$ cat config.mk
export PLATFORM = sky130hd
export DESIGN_NAME = prom_ctrl_top
export DESIGN_NICKNAME = d
export VERILOG_FILES = /design/src/source/prom_pkg.sv /design/src/source/prom_cmd_reg.sv /design/src/source/prom_spi_engine.sv /design/src/source/prom_result_buf.sv /design/src/source/prom_ctrl_top.sv
export SDC_FILE = /design/constraint.sdc
export NUM_CORES = 1
export LEC_CHECK = 0
export CAP_MARGIN = 10
export CORE_UTILIZATION = 57
export CTS_CLUSTER_DIAMETER = 30
export DETAILED_ROUTE_END_ITERATION = 8
export DONT_BUFFER_PORTS = 1
export PLACE_DENSITY_LB_ADDON = 0.12
export SETUP_SLACK_MARGIN = 0.15
export SLEW_MARGIN = 20
export SYNTH_ARGS = -nofsm -noshare
export SYNTH_HDL_FRONTEND = slang
export SYNTH_SLANG_ARGS = --single-unit
export TNS_END_PERCENT = 30
$ cat constraint.sdc
create_clock -name clk -period 2.6 [get_ports clk]
set_clock_uncertainty 0.2 [all_clocks]
set_input_delay 0.78 -clock clk [delete_from_list [all_inputs] [get_ports clk]]
set_output_delay 0.78 -clock clk [all_outputs]
set_load 0.01 [all_outputs]
$ cat src/source/prom_pkg.sv
// Serial flash controller package: flash opcodes, serial bit counts and the host command word
package prom_pkg;

    // M25P16 opcodes carried in the top byte of a command
    localparam logic [7:0] OP_NONE         = 8'h00;  // empty slot, never sent
    localparam logic [7:0] OP_READ         = 8'h03;  // read data, 4 bytes
    localparam logic [7:0] OP_STATUS       = 8'h05;  // read status register
    localparam logic [7:0] OP_READ_ID      = 8'h9F;  // jedec id, 3 bytes
    localparam logic [7:0] OP_SECTOR_ERASE = 8'hD8;  // erase one 64 KB sector

    // serial bit count, 0 to 32
    typedef logic [5:0] bit_count_t;

    // one command word, either as opcode over address or as a plain word
    typedef union packed {
        struct packed {
            logic [7:0]  opcode;  // flash instruction byte
            logic [23:0] addr;    // byte address, msb first on the wire
        } fields;
        logic [31:0] raw;         // whole word, zero means no command
    } prom_word_u;

endpackage

$ cat src/source/prom_cmd_reg.sv
// Flash command register: holds one host command until the SPI engine retires it
`timescale 1ns/100ps

module prom_cmd_reg (
    input  logic                 clk,
    input  logic                 reset,
    input  logic                 cmd_write,       // host write strobe, one clock
    input  prom_pkg::prom_word_u cmd_word,        // host command word
    input  logic                 prom_cmd_clear,  // retire request from engine, level
    output prom_pkg::prom_word_u prom_cmd,        // held command, zero when empty
    output logic                 cmd_busy         // slot occupied
);

    logic cmd_accept;  // write lands in an empty slot

    // zero words are dropped so empty never looks busy
    assign cmd_accept = cmd_write && !cmd_busy && (cmd_word.raw != 32'd0);

    always_ff @(posedge clk) begin
        if (!reset) begin
            prom_cmd <= '0;                          // slot empty
            cmd_busy <= 1'b0;
        end else if (cmd_accept) begin
            prom_cmd <= cmd_word;                    // latch host command
            cmd_busy <= 1'b1;
        end else if (prom_cmd_clear && cmd_busy) begin
            prom_cmd <= '0;                          // first clock of clear empties slot
            cmd_busy <= 1'b0;                        // host may write again next clock
        end
    end

    // a pending command always shows as busy to the host
    a_busy_covers_cmd: assert property (
        @(posedge clk) disable iff (!reset)
        (prom_cmd.raw != 32'd0) |-> cmd_busy
    );

endmodule

$ cat src/source/prom_spi_engine.sv
// SPI engine: runs chip select, serial send and serial receive for one flash command
`timescale 1ns/100ps

module prom_spi_engine (
    input  logic                 clk,
    input  logic                 reset,
    input  prom_pkg::prom_word_u prom_cmd,        // command from register, zero when empty
    input  logic                 result_full,     // queue has no room
    input  logic                 prom_miso,       // serial in from flash
    output logic                 prom_cmd_clear,  // retire request, held until cmd reads zero
    output logic                 result_push,     // one clock per command
    output logic [31:0]          result_word,     // received bits, right aligned
    output logic                 result_bad,      // unknown opcode
    output logic                 prom_mosi,       // serial out to flash
    output logic                 prom_sclk,       // serial clock, half the system rate
    output logic                 prom_cs          // chip select, active low
);

    import prom_pkg::*;

    localparam logic [2:0] ST_IDLE          = 3'd0;
    localparam logic [2:0] ST_CHIP_SELECT   = 3'd1;
    localparam logic [2:0] ST_WRITE         = 3'd2;
    localparam logic [2:0] ST_READ          = 3'd3;
    localparam logic [2:0] ST_CHIP_DESELECT = 3'd4;
    localparam logic [2:0] ST_WAIT_CLEAR    = 3'd5;

    logic [2:0]  state;
    logic [6:0]  seqn;       // phase counter, bit 0 is sclk
    bit_count_t  send_bits;  // bits to shift out
    bit_count_t  recv_bits;  // bits to shift in
    logic [31:0] tx_data;    // outgoing shift register, msb on the pin
    logic        op_known;   // opcode is one the flash is sent
    bit_count_t  op_send;
    bit_count_t  op_recv;

    assign prom_sclk = seqn[0];
    assign prom_mosi = tx_data[31];

    // opcode decode into transfer lengths
    always_comb begin
        op_known = 1'b1;
        op_send  = 6'd0;
        op_recv  = 6'd0;
        case (prom_cmd.fields.opcode)
            OP_READ: begin
                op_send = 6'd32;  // opcode plus 24-bit address
                op_recv = 6'd32;  // four data bytes
            end
            OP_STATUS: begin
                op_send = 6'd8;
                op_recv = 6'd8;
            end
            OP_READ_ID: begin
                op_send = 6'd8;
                op_recv = 6'd24;  // manufacturer, type, capacity
            end
            OP_SECTOR_ERASE: begin
                op_send = 6'd32;
                op_recv = 6'd0;   // nothing comes back
            end
            OP_NONE: op_known = 1'b0;  // address with no opcode is not a flash command
            default: op_known = 1'b0;
        endcase
    end

    always_ff @(posedge clk) begin
        if (!reset) begin
            state          <= ST_IDLE;
            seqn           <= '0;
            send_bits      <= '0;
            recv_bits      <= '0;
            tx_data        <= '0;
            result_word    <= '0;
            result_bad     <= 1'b0;
            result_push    <= 1'b0;
            prom_cmd_clear <= 1'b0;
            prom_cs        <= 1'b1;  // deselected
        end else begin
            result_push <= 1'b0;  // strobe by default low
            case (state)
                ST_IDLE: begin
                    // wait for a command and room for its result
                    if (prom_cmd.raw != 32'd0 && !result_full) begin
                        if (op_known) begin
                            send_bits <= op_send;
                            recv_bits <= op_recv;
                            tx_data   <= prom_cmd.raw;  // opcode goes out first
                            state     <= ST_CHIP_SELECT;
                        end else begin
                            result_word    <= '0;    // error result, flash untouched
                            result_bad     <= 1'b1;
                            result_push    <= 1'b1;
                            prom_cmd_clear <= 1'b1;
                            state          <= ST_WAIT_CLEAR;
                        end
                    end
                end

                ST_CHIP_SELECT: begin
                    prom_cs     <= 1'b0;
                    result_word <= '0;    // short replies end up in the low bits
                    result_bad  <= 1'b0;
                    state       <= ST_WRITE;
                end

                ST_WRITE: begin
                    seqn <= seqn + 7'd1;
                    if (prom_sclk) begin
                        tx_data <= tx_data << 1;  // next bit on falling sclk
                    end
                    if (seqn[6:1] == send_bits) begin
                        seqn <= '0;               // sclk back low
                        if (recv_bits == 6'd0) begin
                            prom_cs <= 1'b1;      // erase has no data phase
                            state   <= ST_CHIP_DESELECT;
                        end else begin
                            state <= ST_READ;
                        end
                    end
                end

                ST_READ: begin
                    seqn <= seqn + 7'd1;
                    if (seqn[6:1] == recv_bits) begin
                        seqn    <= '0;
                        prom_cs <= 1'b1;
                        state   <= ST_CHIP_DESELECT;
                    end else if (!prom_sclk) begin
                        result_word <= {result_word[30:0], prom_miso};  // taken as sclk rises
                    end
                end

                ST_CHIP_DESELECT: begin
                    tx_data        <= '0;    // mosi idles low
                    result_push    <= 1'b1;
                    prom_cmd_clear <= 1'b1;
                    state          <= ST_WAIT_CLEAR;
                end

                ST_WAIT_CLEAR: begin
                    // hold clear until the register has emptied
                    if (prom_cmd.raw == 32'd0) begin
                        prom_cmd_clear <= 1'b0;
                        state          <= ST_IDLE;
                    end
                end

                default: state <= ST_IDLE;
            endcase
        end
    end

    // flash is selected exactly across the serial phases
    a_cs_in_transfer: assert property (
        @(posedge clk) disable iff (!reset)
        !prom_cs == (state == ST_WRITE || state == ST_READ)
    );

    // room was checked before leaving idle, so a push always fits
    a_push_has_room: assert property (
        @(posedge clk) disable iff (!reset)
        result_push |-> !result_full
    );

endmodule

$ cat src/source/prom_result_buf.sv
// Result queue: circular buffer of flash result words and error flags, popped by the host
`timescale 1ns/100ps

module prom_result_buf #(
    parameter int RESULT_DEPTH = 4  // entries, 2 or more
) (
    input  logic        clk,
    input  logic        reset,
    input  logic        result_push,   // write strobe from engine
    input  logic [31:0] result_word,
    input  logic        result_bad,
    input  logic        result_read,   // host pop strobe
    output logic        result_full,
    output logic        result_valid,  // head entry present
    output logic [31:0] result_data,   // head word
    output logic        result_error   // head error flag
);

    localparam int PTR_W = $clog2(RESULT_DEPTH);
    localparam int CNT_W = $clog2(RESULT_DEPTH + 1);
    localparam logic [PTR_W-1:0] LAST_SLOT = PTR_W'(RESULT_DEPTH - 1);  // wrap point
    localparam logic [CNT_W-1:0] FULL_CNT  = CNT_W'(RESULT_DEPTH);

    logic [31:0]      data_mem [RESULT_DEPTH];  // result words
    logic             bad_mem  [RESULT_DEPTH];  // error flag per entry
    logic [PTR_W-1:0] wr_ptr;
    logic [PTR_W-1:0] rd_ptr;
    logic [CNT_W-1:0] count;                    // occupied entries
    logic             do_push;
    logic             do_pop;

    assign result_full  = (count == FULL_CNT);
    assign result_valid = (count != '0);
    assign result_data  = data_mem[rd_ptr];     // head shows one clock after push
    assign result_error = bad_mem[rd_ptr];

    assign do_push = result_push && !result_full;
    assign do_pop  = result_read && result_valid;

    always_ff @(posedge clk) begin
        if (do_push) begin
            data_mem[wr_ptr] <= result_word;
            bad_mem[wr_ptr]  <= result_bad;
        end
    end

    always_ff @(posedge clk) begin
        if (!reset) begin
            wr_ptr <= '0;
            rd_ptr <= '0;
            count  <= '0;  // queue empty
        end else begin
            if (do_push) begin
                wr_ptr <= (wr_ptr == LAST_SLOT) ? '0 : wr_ptr + PTR_W'(1);
            end
            if (do_pop) begin
                rd_ptr <= (rd_ptr == LAST_SLOT) ? '0 : rd_ptr + PTR_W'(1);
            end
            case ({do_push, do_pop})
                2'b10:   count <= count + CNT_W'(1);
                2'b01:   count <= count - CNT_W'(1);
                default: count <= count;  // both or neither
            endcase
        end
    end

    // engine must never overrun the queue
    a_no_push_full: assert property (
        @(posedge clk) disable iff (!reset)
        result_push |-> !result_full
    );

    // host pops only a valid head
    a_no_pop_empty: assert property (
        @(posedge clk) disable iff (!reset)
        result_read |-> result_valid
    );

endmodule

$ cat src/source/prom_ctrl_top.sv
// Serial flash controller top: command register, SPI engine and result queue
`timescale 1ns/100ps

module prom_ctrl_top #(
    parameter int RESULT_DEPTH = 4  // result queue entries
) (
    input  logic                 clk,
    input  logic                 reset,
    input  logic                 cmd_write,     // host command strobe
    input  prom_pkg::prom_word_u cmd_word,      // opcode plus address
    input  logic                 result_read,   // host pop strobe
    input  logic                 prom_miso,
    output logic                 cmd_busy,      // command slot occupied
    output logic                 result_valid,
    output logic [31:0]          result_data,
    output logic                 result_error,
    output logic                 prom_mosi,
    output logic                 prom_sclk,
    output logic                 prom_cs
);

    import prom_pkg::*;

    prom_word_u  prom_cmd;        // held command
    logic        prom_cmd_clear;  // engine retire level
    logic        result_push;
    logic [31:0] result_word;
    logic        result_bad;
    logic        result_full;     // back-pressure into engine

    prom_cmd_reg cmd_reg0 (
        .clk            (clk),
        .reset          (reset),
        .cmd_write      (cmd_write),
        .cmd_word       (cmd_word),
        .prom_cmd_clear (prom_cmd_clear),
        .prom_cmd       (prom_cmd),
        .cmd_busy       (cmd_busy)
    );

    prom_spi_engine engine0 (
        .clk            (clk),
        .reset          (reset),
        .prom_cmd       (prom_cmd),
        .result_full    (result_full),
        .prom_miso      (prom_miso),
        .prom_cmd_clear (prom_cmd_clear),
        .result_push    (result_push),
        .result_word    (result_word),
        .result_bad     (result_bad),
        .prom_mosi      (prom_mosi),
        .prom_sclk      (prom_sclk),
        .prom_cs        (prom_cs)
    );

    prom_result_buf #(
        .RESULT_DEPTH (RESULT_DEPTH)
    ) result_buf0 (
        .clk          (clk),
        .reset        (reset),
        .result_push  (result_push),
        .result_word  (result_word),
        .result_bad   (result_bad),
        .result_read  (result_read),
        .result_full  (result_full),
        .result_valid (result_valid),
        .result_data  (result_data),
        .result_error (result_error)
    );

endmodule

=== Word level (Yosys, flattened, before mapping) ===
Memories as Yosys holds them, arrays and structs flattened. A register that Yosys moved wholly into a read port is not among the register bits.
Cells that the tools add are included.

* Logic and storage cells: 127
* Register bits: 130
* Input port bits: 37
* Memories kept: 2
* Output and inout port bits: 38
* Memory bits (writable): 132

* Reductions and logical operators: 32
* Equality and inequality tests: 26
* Mux-type cells: 47
* Add/sub/neg operators: 5

{| class="wikitable"
|+ Memory list
! memory !! depth !! width !! rd ports !! clocked after Yosys merged registers in !! write ports !! RTL line !! source
|-
| result_buf0.data_mem || 4 || 32 || 1 || 1 || 1 || prom_result_buf.sv:24 || <nowiki>logic [31:0] data_mem [RESULT_DEPTH];</nowiki>
|-
| result_buf0.bad_mem || 4 || 1 || 1 || 1 || 1 || prom_result_buf.sv:25 || <nowiki>logic bad_mem [RESULT_DEPTH];</nowiki>
|}

{| class="wikitable"
|+ Operator list
! cell !! number
|-
| $mux W32 || 9
|-
| $pmux W32 S3 || 2
|-
| $reduce_bool A32 Y1 || 2
|-
| $logic_not A32 Y1 || 1
|-
| $mux W3 || 6
|-
| $pmux W3 S6 || 1
|-
| $pmux W6 S3 || 1
|-
| $eq A8 B8 Y1 const B || 2
|-
| $reduce_and A4 Y1 || 4
|-
| $reduce_bool A3 Y1 || 5
|-
| $mux W7 || 2
|-
| $ne A2 B1 Y1 const B || 7
|-
| $pmux W7 S2 || 1
|-
| $mux W1 || 13
|-
| $eq A6 B6 Y1 || 2
|-
| $mux W2 || 6
|-
| $pmux W6 S2 || 1
|-
| $eq A3 B3 Y1 const B || 3
|-
| $eq A8 B2 Y1 const B || 1
|-
| $eq A8 B3 Y1 const B || 1
|-
| $reduce_bool A2 Y1 || 4
|-
| $add A7 B1 Y7 const B || 1
|-
| $eq A2 B2 Y1 const B || 3
|-
| $eq A3 B2 Y1 const B || 2
|-
| other kinds (17) || 30
|}

=== Depth between registers and ports, before layout ===
* Depth after elaboration: 6
* Gate-level depth with buffers: 9
* Depth with buffers taken out: 9

=== Cells and area by module ===
Synthesis repeated with hierarchy kept, for this count alone.

* Cell total of the unflattened synthesis: 831
* Area total of the unflattened synthesis: 10770.3 um^2

{| class="wikitable"
|+ By module, submodules not included
! module !! cells each !! seq. area each (um^2) !! instances !! area each (um^2)
|-
| prom_result_buf || 229 || 4144.0 || 1 || 5303.8
|-
| prom_spi_engine || 448 || 1661.6 || 1 || 4051.4
|-
| prom_cmd_reg || 154 || 660.6 || 1 || 1415.1
|}

=== Worst setup path before layout ===
Ideal clock, no wire load.

* Kind: reg2out
* Start point: reg (tool-made name)
* End point: out result_data[0]
* Path buffers: 2
* Stages on the path, launching flop included: 4
* Required time: 1620 ps
* Arrival: 1706 ps
* Setup slack: -86 ps
* Path through: dfxtp_1 > clkbuf_1 > buf_1 > mux4_2

{| class="wikitable"
|+ RTL lines
! what !! RTL line !! source
|-
| to (decl) || prom_ctrl_top.sv:15 || <nowiki>output logic [31:0] result_data,</nowiki>
|}

==> results by group <==
Min path
  • Min-Delay Path Class: input pin to flip-flop

Power and ir drop
  • Peak VDD IR: slightly above 0.6 mV
  • Leakage: between 4 and 5 nW
  • PD cells: approximately 1100 nW/um^2

Die
  • Core Rows: 48
  • Initial Utilization: between 50% and 60%
  • I/O pin cnt: 75
  • Die height: roughly 140 um
  • Chip Width: about 140 um
  • Die area: roughly 19000 sq um
  • Core ar.: 17500 sq um

Synthesis
  • Synth Area per Inst: between 10 and 15 sq um
  • #FFs+latches synth: between 200 and 300
  • Top_reg_cell synth: edfxtp_1
  • Sequential share of the synthesized area: 62.7%
  • EDFF count, synth: between 100 and 150
  • Mapped Area: between 10000 and 15000 sq um
  • Post-synth ARST share: 0%
  • Synth warnings: 0
  • Syn_nets: between 800 and 900
  • Synth Instances: slightly above 800
  • Netlist cell types: about 50

Place
  • Port buffer count: 0
  • DP Wirelength: approximately 12000 um
  • GPL Wtd Cong: 0.759
  • Placed cell area: ~11000 sq um

Finish
  • Layout cells sized above 1: 17.1%
  • FILL cells: roughly 1200
  • Antenna cells: 0
  • Finished layout cell area: between 10000 and 15000 sq um
  • Multi-input logic area: 3570 sq um
  • Most flops, register: result_buf0.data_mem
  • Max FFs per register: around 130
  • Final #Nets: slightly below 900
  • Storage element area: ~6500 sq um
  • Area growth syn-to-layout: 17.5%

Worst setup path
  • Req. time, crit path: between 1.5 and 2 ns
  • R2R cell count: 6
  • R2R Path End: engine0.result_word[4]
  • Reg-to-reg setup timing slack: between 0.2 and 0.25 ns
  • CP Capture Point: result_data[26]
  • Worst Setup End Kind: output pin
  • Crit path launch type: flip-flop
  • CP Class: flip-flop to output pin
  • CP max FO: 16
  • Worst Path Arrival: around 1.7 ns
  • Worst R2R Start: cmd_reg0.prom_cmd[31]

STA
  • Worst hold slack: between 0.15 and 0.2 ns
  • RSZ-0062 raised after global routing: true
  • Final setup fails: 32
  • Fin crit period: approximately 2.7 ns
  • Relative slew slack: between 30% and 40%
  • Slew @ Worst Pin: between 0.9 and 1 ns
  • F_max: about 370 MHz
  • Fin Setup TNS: -2.50 ns
  • Fin worst setup slack: -0.0982 ns
  • Crit share post-route: 104%
  • Final Hold Vio Count: 0
  • Slew Limit Fails: 0

Route
  • Drt wl/cell: about 19 um
  • Vias post-DR: 6638
  • DRT iter0 DRCs: 479
  • Final antenna-violating net count: 0
  • Drt pass-1 iters: 5
  • Via/cell ratio: just over 6
  • # DRC: 0
  • Final WL: 20900 um

Clock tree
  • CTS sink cnt: ~260
  • Clk_lat worst skew: roughly 0.52 ns
  • Num CTS Buffers: 43
  • Reg clk slew, reported paths: 0.05 ns
  • Hold-fix buffers, CTS: 0
  • CTS H-tree depth: 2
  • CTS tree: built
  • CTS Root Cell: clkbuf_16
  • Deepest clock path buffer count: 3

GRT
  • Pin count of the biggest net entering global routing: 78
  • Initial antenna violation count: 0
  • First-pass GRT wire length: between 30000 and 40000 um
  • All-layer global routing usage: roughly a quarter
  • Vias in the first global route: 6705
  • Total gr overflow: 0

Status
  • Failing checks: setup timing
  • Outcome: finished, violations left

Job
  • Maxcap violations: 0
## cells in the final DEF, fill, tap and decap left out, types with 22 or more instances in the layout
| cell type | count |
|---|---|
| edfxtp_1 | 132 |
| dfxtp_1 | 120 |
| nand2_1 | 85 |
| nand3_1 | 69 |
| a21oi_1 | 45 |
| clkbuf_16 | 44 |
| nor3_1 | 37 |
| mux2i_1 | 36 |
| a211oi_1 | 35 |
| mux4_2 | 33 |
| a22oi_1 | 31 |
| nor2_1 | 22 |
## area by class of cell
cell class | count | share of cell area [%]
clock inverter | 27 | 2.61
tap | 225 | 2.33
multi-input combinational | 496 | 29.5
inverter | 8 | 0.248
timing repair buffer | 27 | 2.50
sequential | 256 | 53.4
clock buffer | 52 | 9.43
## cell families after synthesis
kind of cell | count (synthesis) | synth area share [%]
buf+inv | 73 | 3.04
xor+xnor | 11 | 0.936
mux | 70 | 10.8
compound gates | 135 | 8.63
simple gates | 272 | 12.9
flops | 256 | 62.7
fa+ha+maj | 8 | 1.05
## cells in the mapped netlist (2+ instances only)
library cell | instances | share of area, %
edfxtp_1 | 132 | 39
a21o_1 | 2 | 0.15
nand4b_1 | 2 | 0.17
xnor2_1 | 2 | 0.17
a22oi_1 | 31 | 2.3
o21ai_1 | 4 | 0.19
buf_1 | 5 | 0.18
nand2_1 | 86 | 3.1
nand2b_1 | 4 | 0.24
nor3_1 | 37 | 1.8
buf_6 | 4 | 0.44
xor2_1 | 9 | 0.77
a211oi_1 | 35 | 2.6
o31ai_1 | 2 | 0.15
dfxtp_1 | 124 | 24
mux2i_1 | 36 | 3.5
buf_2 | 7 | 0.34
and2_1 | 2 | 0.12
nor4_1 | 19 | 1.2
nand3_1 | 69 | 3.4
mux4_2 | 33 | 7.2
a21oi_1 | 46 | 2.2
nor2b_1 | 6 | 0.36
or3_1 | 6 | 0.36
and3_1 | 5 | 0.30
o211ai_1 | 3 | 0.22
o21ai_0 | 3 | 0.15
nand4_1 | 5 | 0.30
ha_1 | 7 | 0.85
clkbuf_1 | 49 | 1.8
nor2_1 | 23 | 0.84
inv_1 | 8 | 0.29
## stage by stage
stage                     setup WS (ns)  power, mW  util (%)  std cells
after floorplan                 -0.0788       7.47         -        825
after global placement            0.145       7.99      60.3       1009
after detailed placement         0.0775       8.10      60.3       1009
after CTS                        -0.158       13.8      68.9       1089
after global routing             -0.152       14.3      69.2       1091
final                           -0.0982       13.7      69.2       1091
## timing repair
item                       4_1_cts  5_1_grt
setup endpoints to repair       34       34
resized for setup                7        5
buffers inserted                 0        1
cloned                           1        1
hold endpoints to repair         0        0
pin swaps                        0        1
## worst min path at each step
stage / startpoint / cells past startpoint / slack (ns) / end
finish: reset / 1 / 0.20 / engine0.prom_cs
detailed placement: engine0.recv_bits[3] / 2 / 0.28 / engine0.recv_bits[3]
global placement: engine0.send_bits[5] / 2 / 0.26 / engine0.send_bits[5]
floorplan: engine0.send_bits[5] / 2 / 0.25 / engine0.send_bits[5]
CTS: reset / 1 / 0.17 / engine0.prom_cs
global route: reset / 1 / 0.16 / engine0.prom_cs
## worst max-delay path, stage by stage, from the launching register on
cell and delay, ns:
dfxtp_4 0.43, buf_16 0.20, mux4_2 0.57
## per-layer routing
metal | track usage, % | vias to the layer above | wire length [um]
met5 | 0 | - | 0
met4 | 9.32 | 0 | 558
met3 | 4.40 | 42 | 1080
met2 | 39.0 | 198 | 10300
met1 | 30.3 | 3241 | 8970
li1 | - | 3157 | -
## where the power goes
group	total (mW)	leakage, nW	internal, mW	switching, mW
clock	5.60	0.704	3.72	1.88
combinational	2.91	1.24	1.26	1.65
sequential	5.24	2.30	4.86	0.379
total	13.7	4.24	9.84	3.91
(Power assumes the default switching activity.)
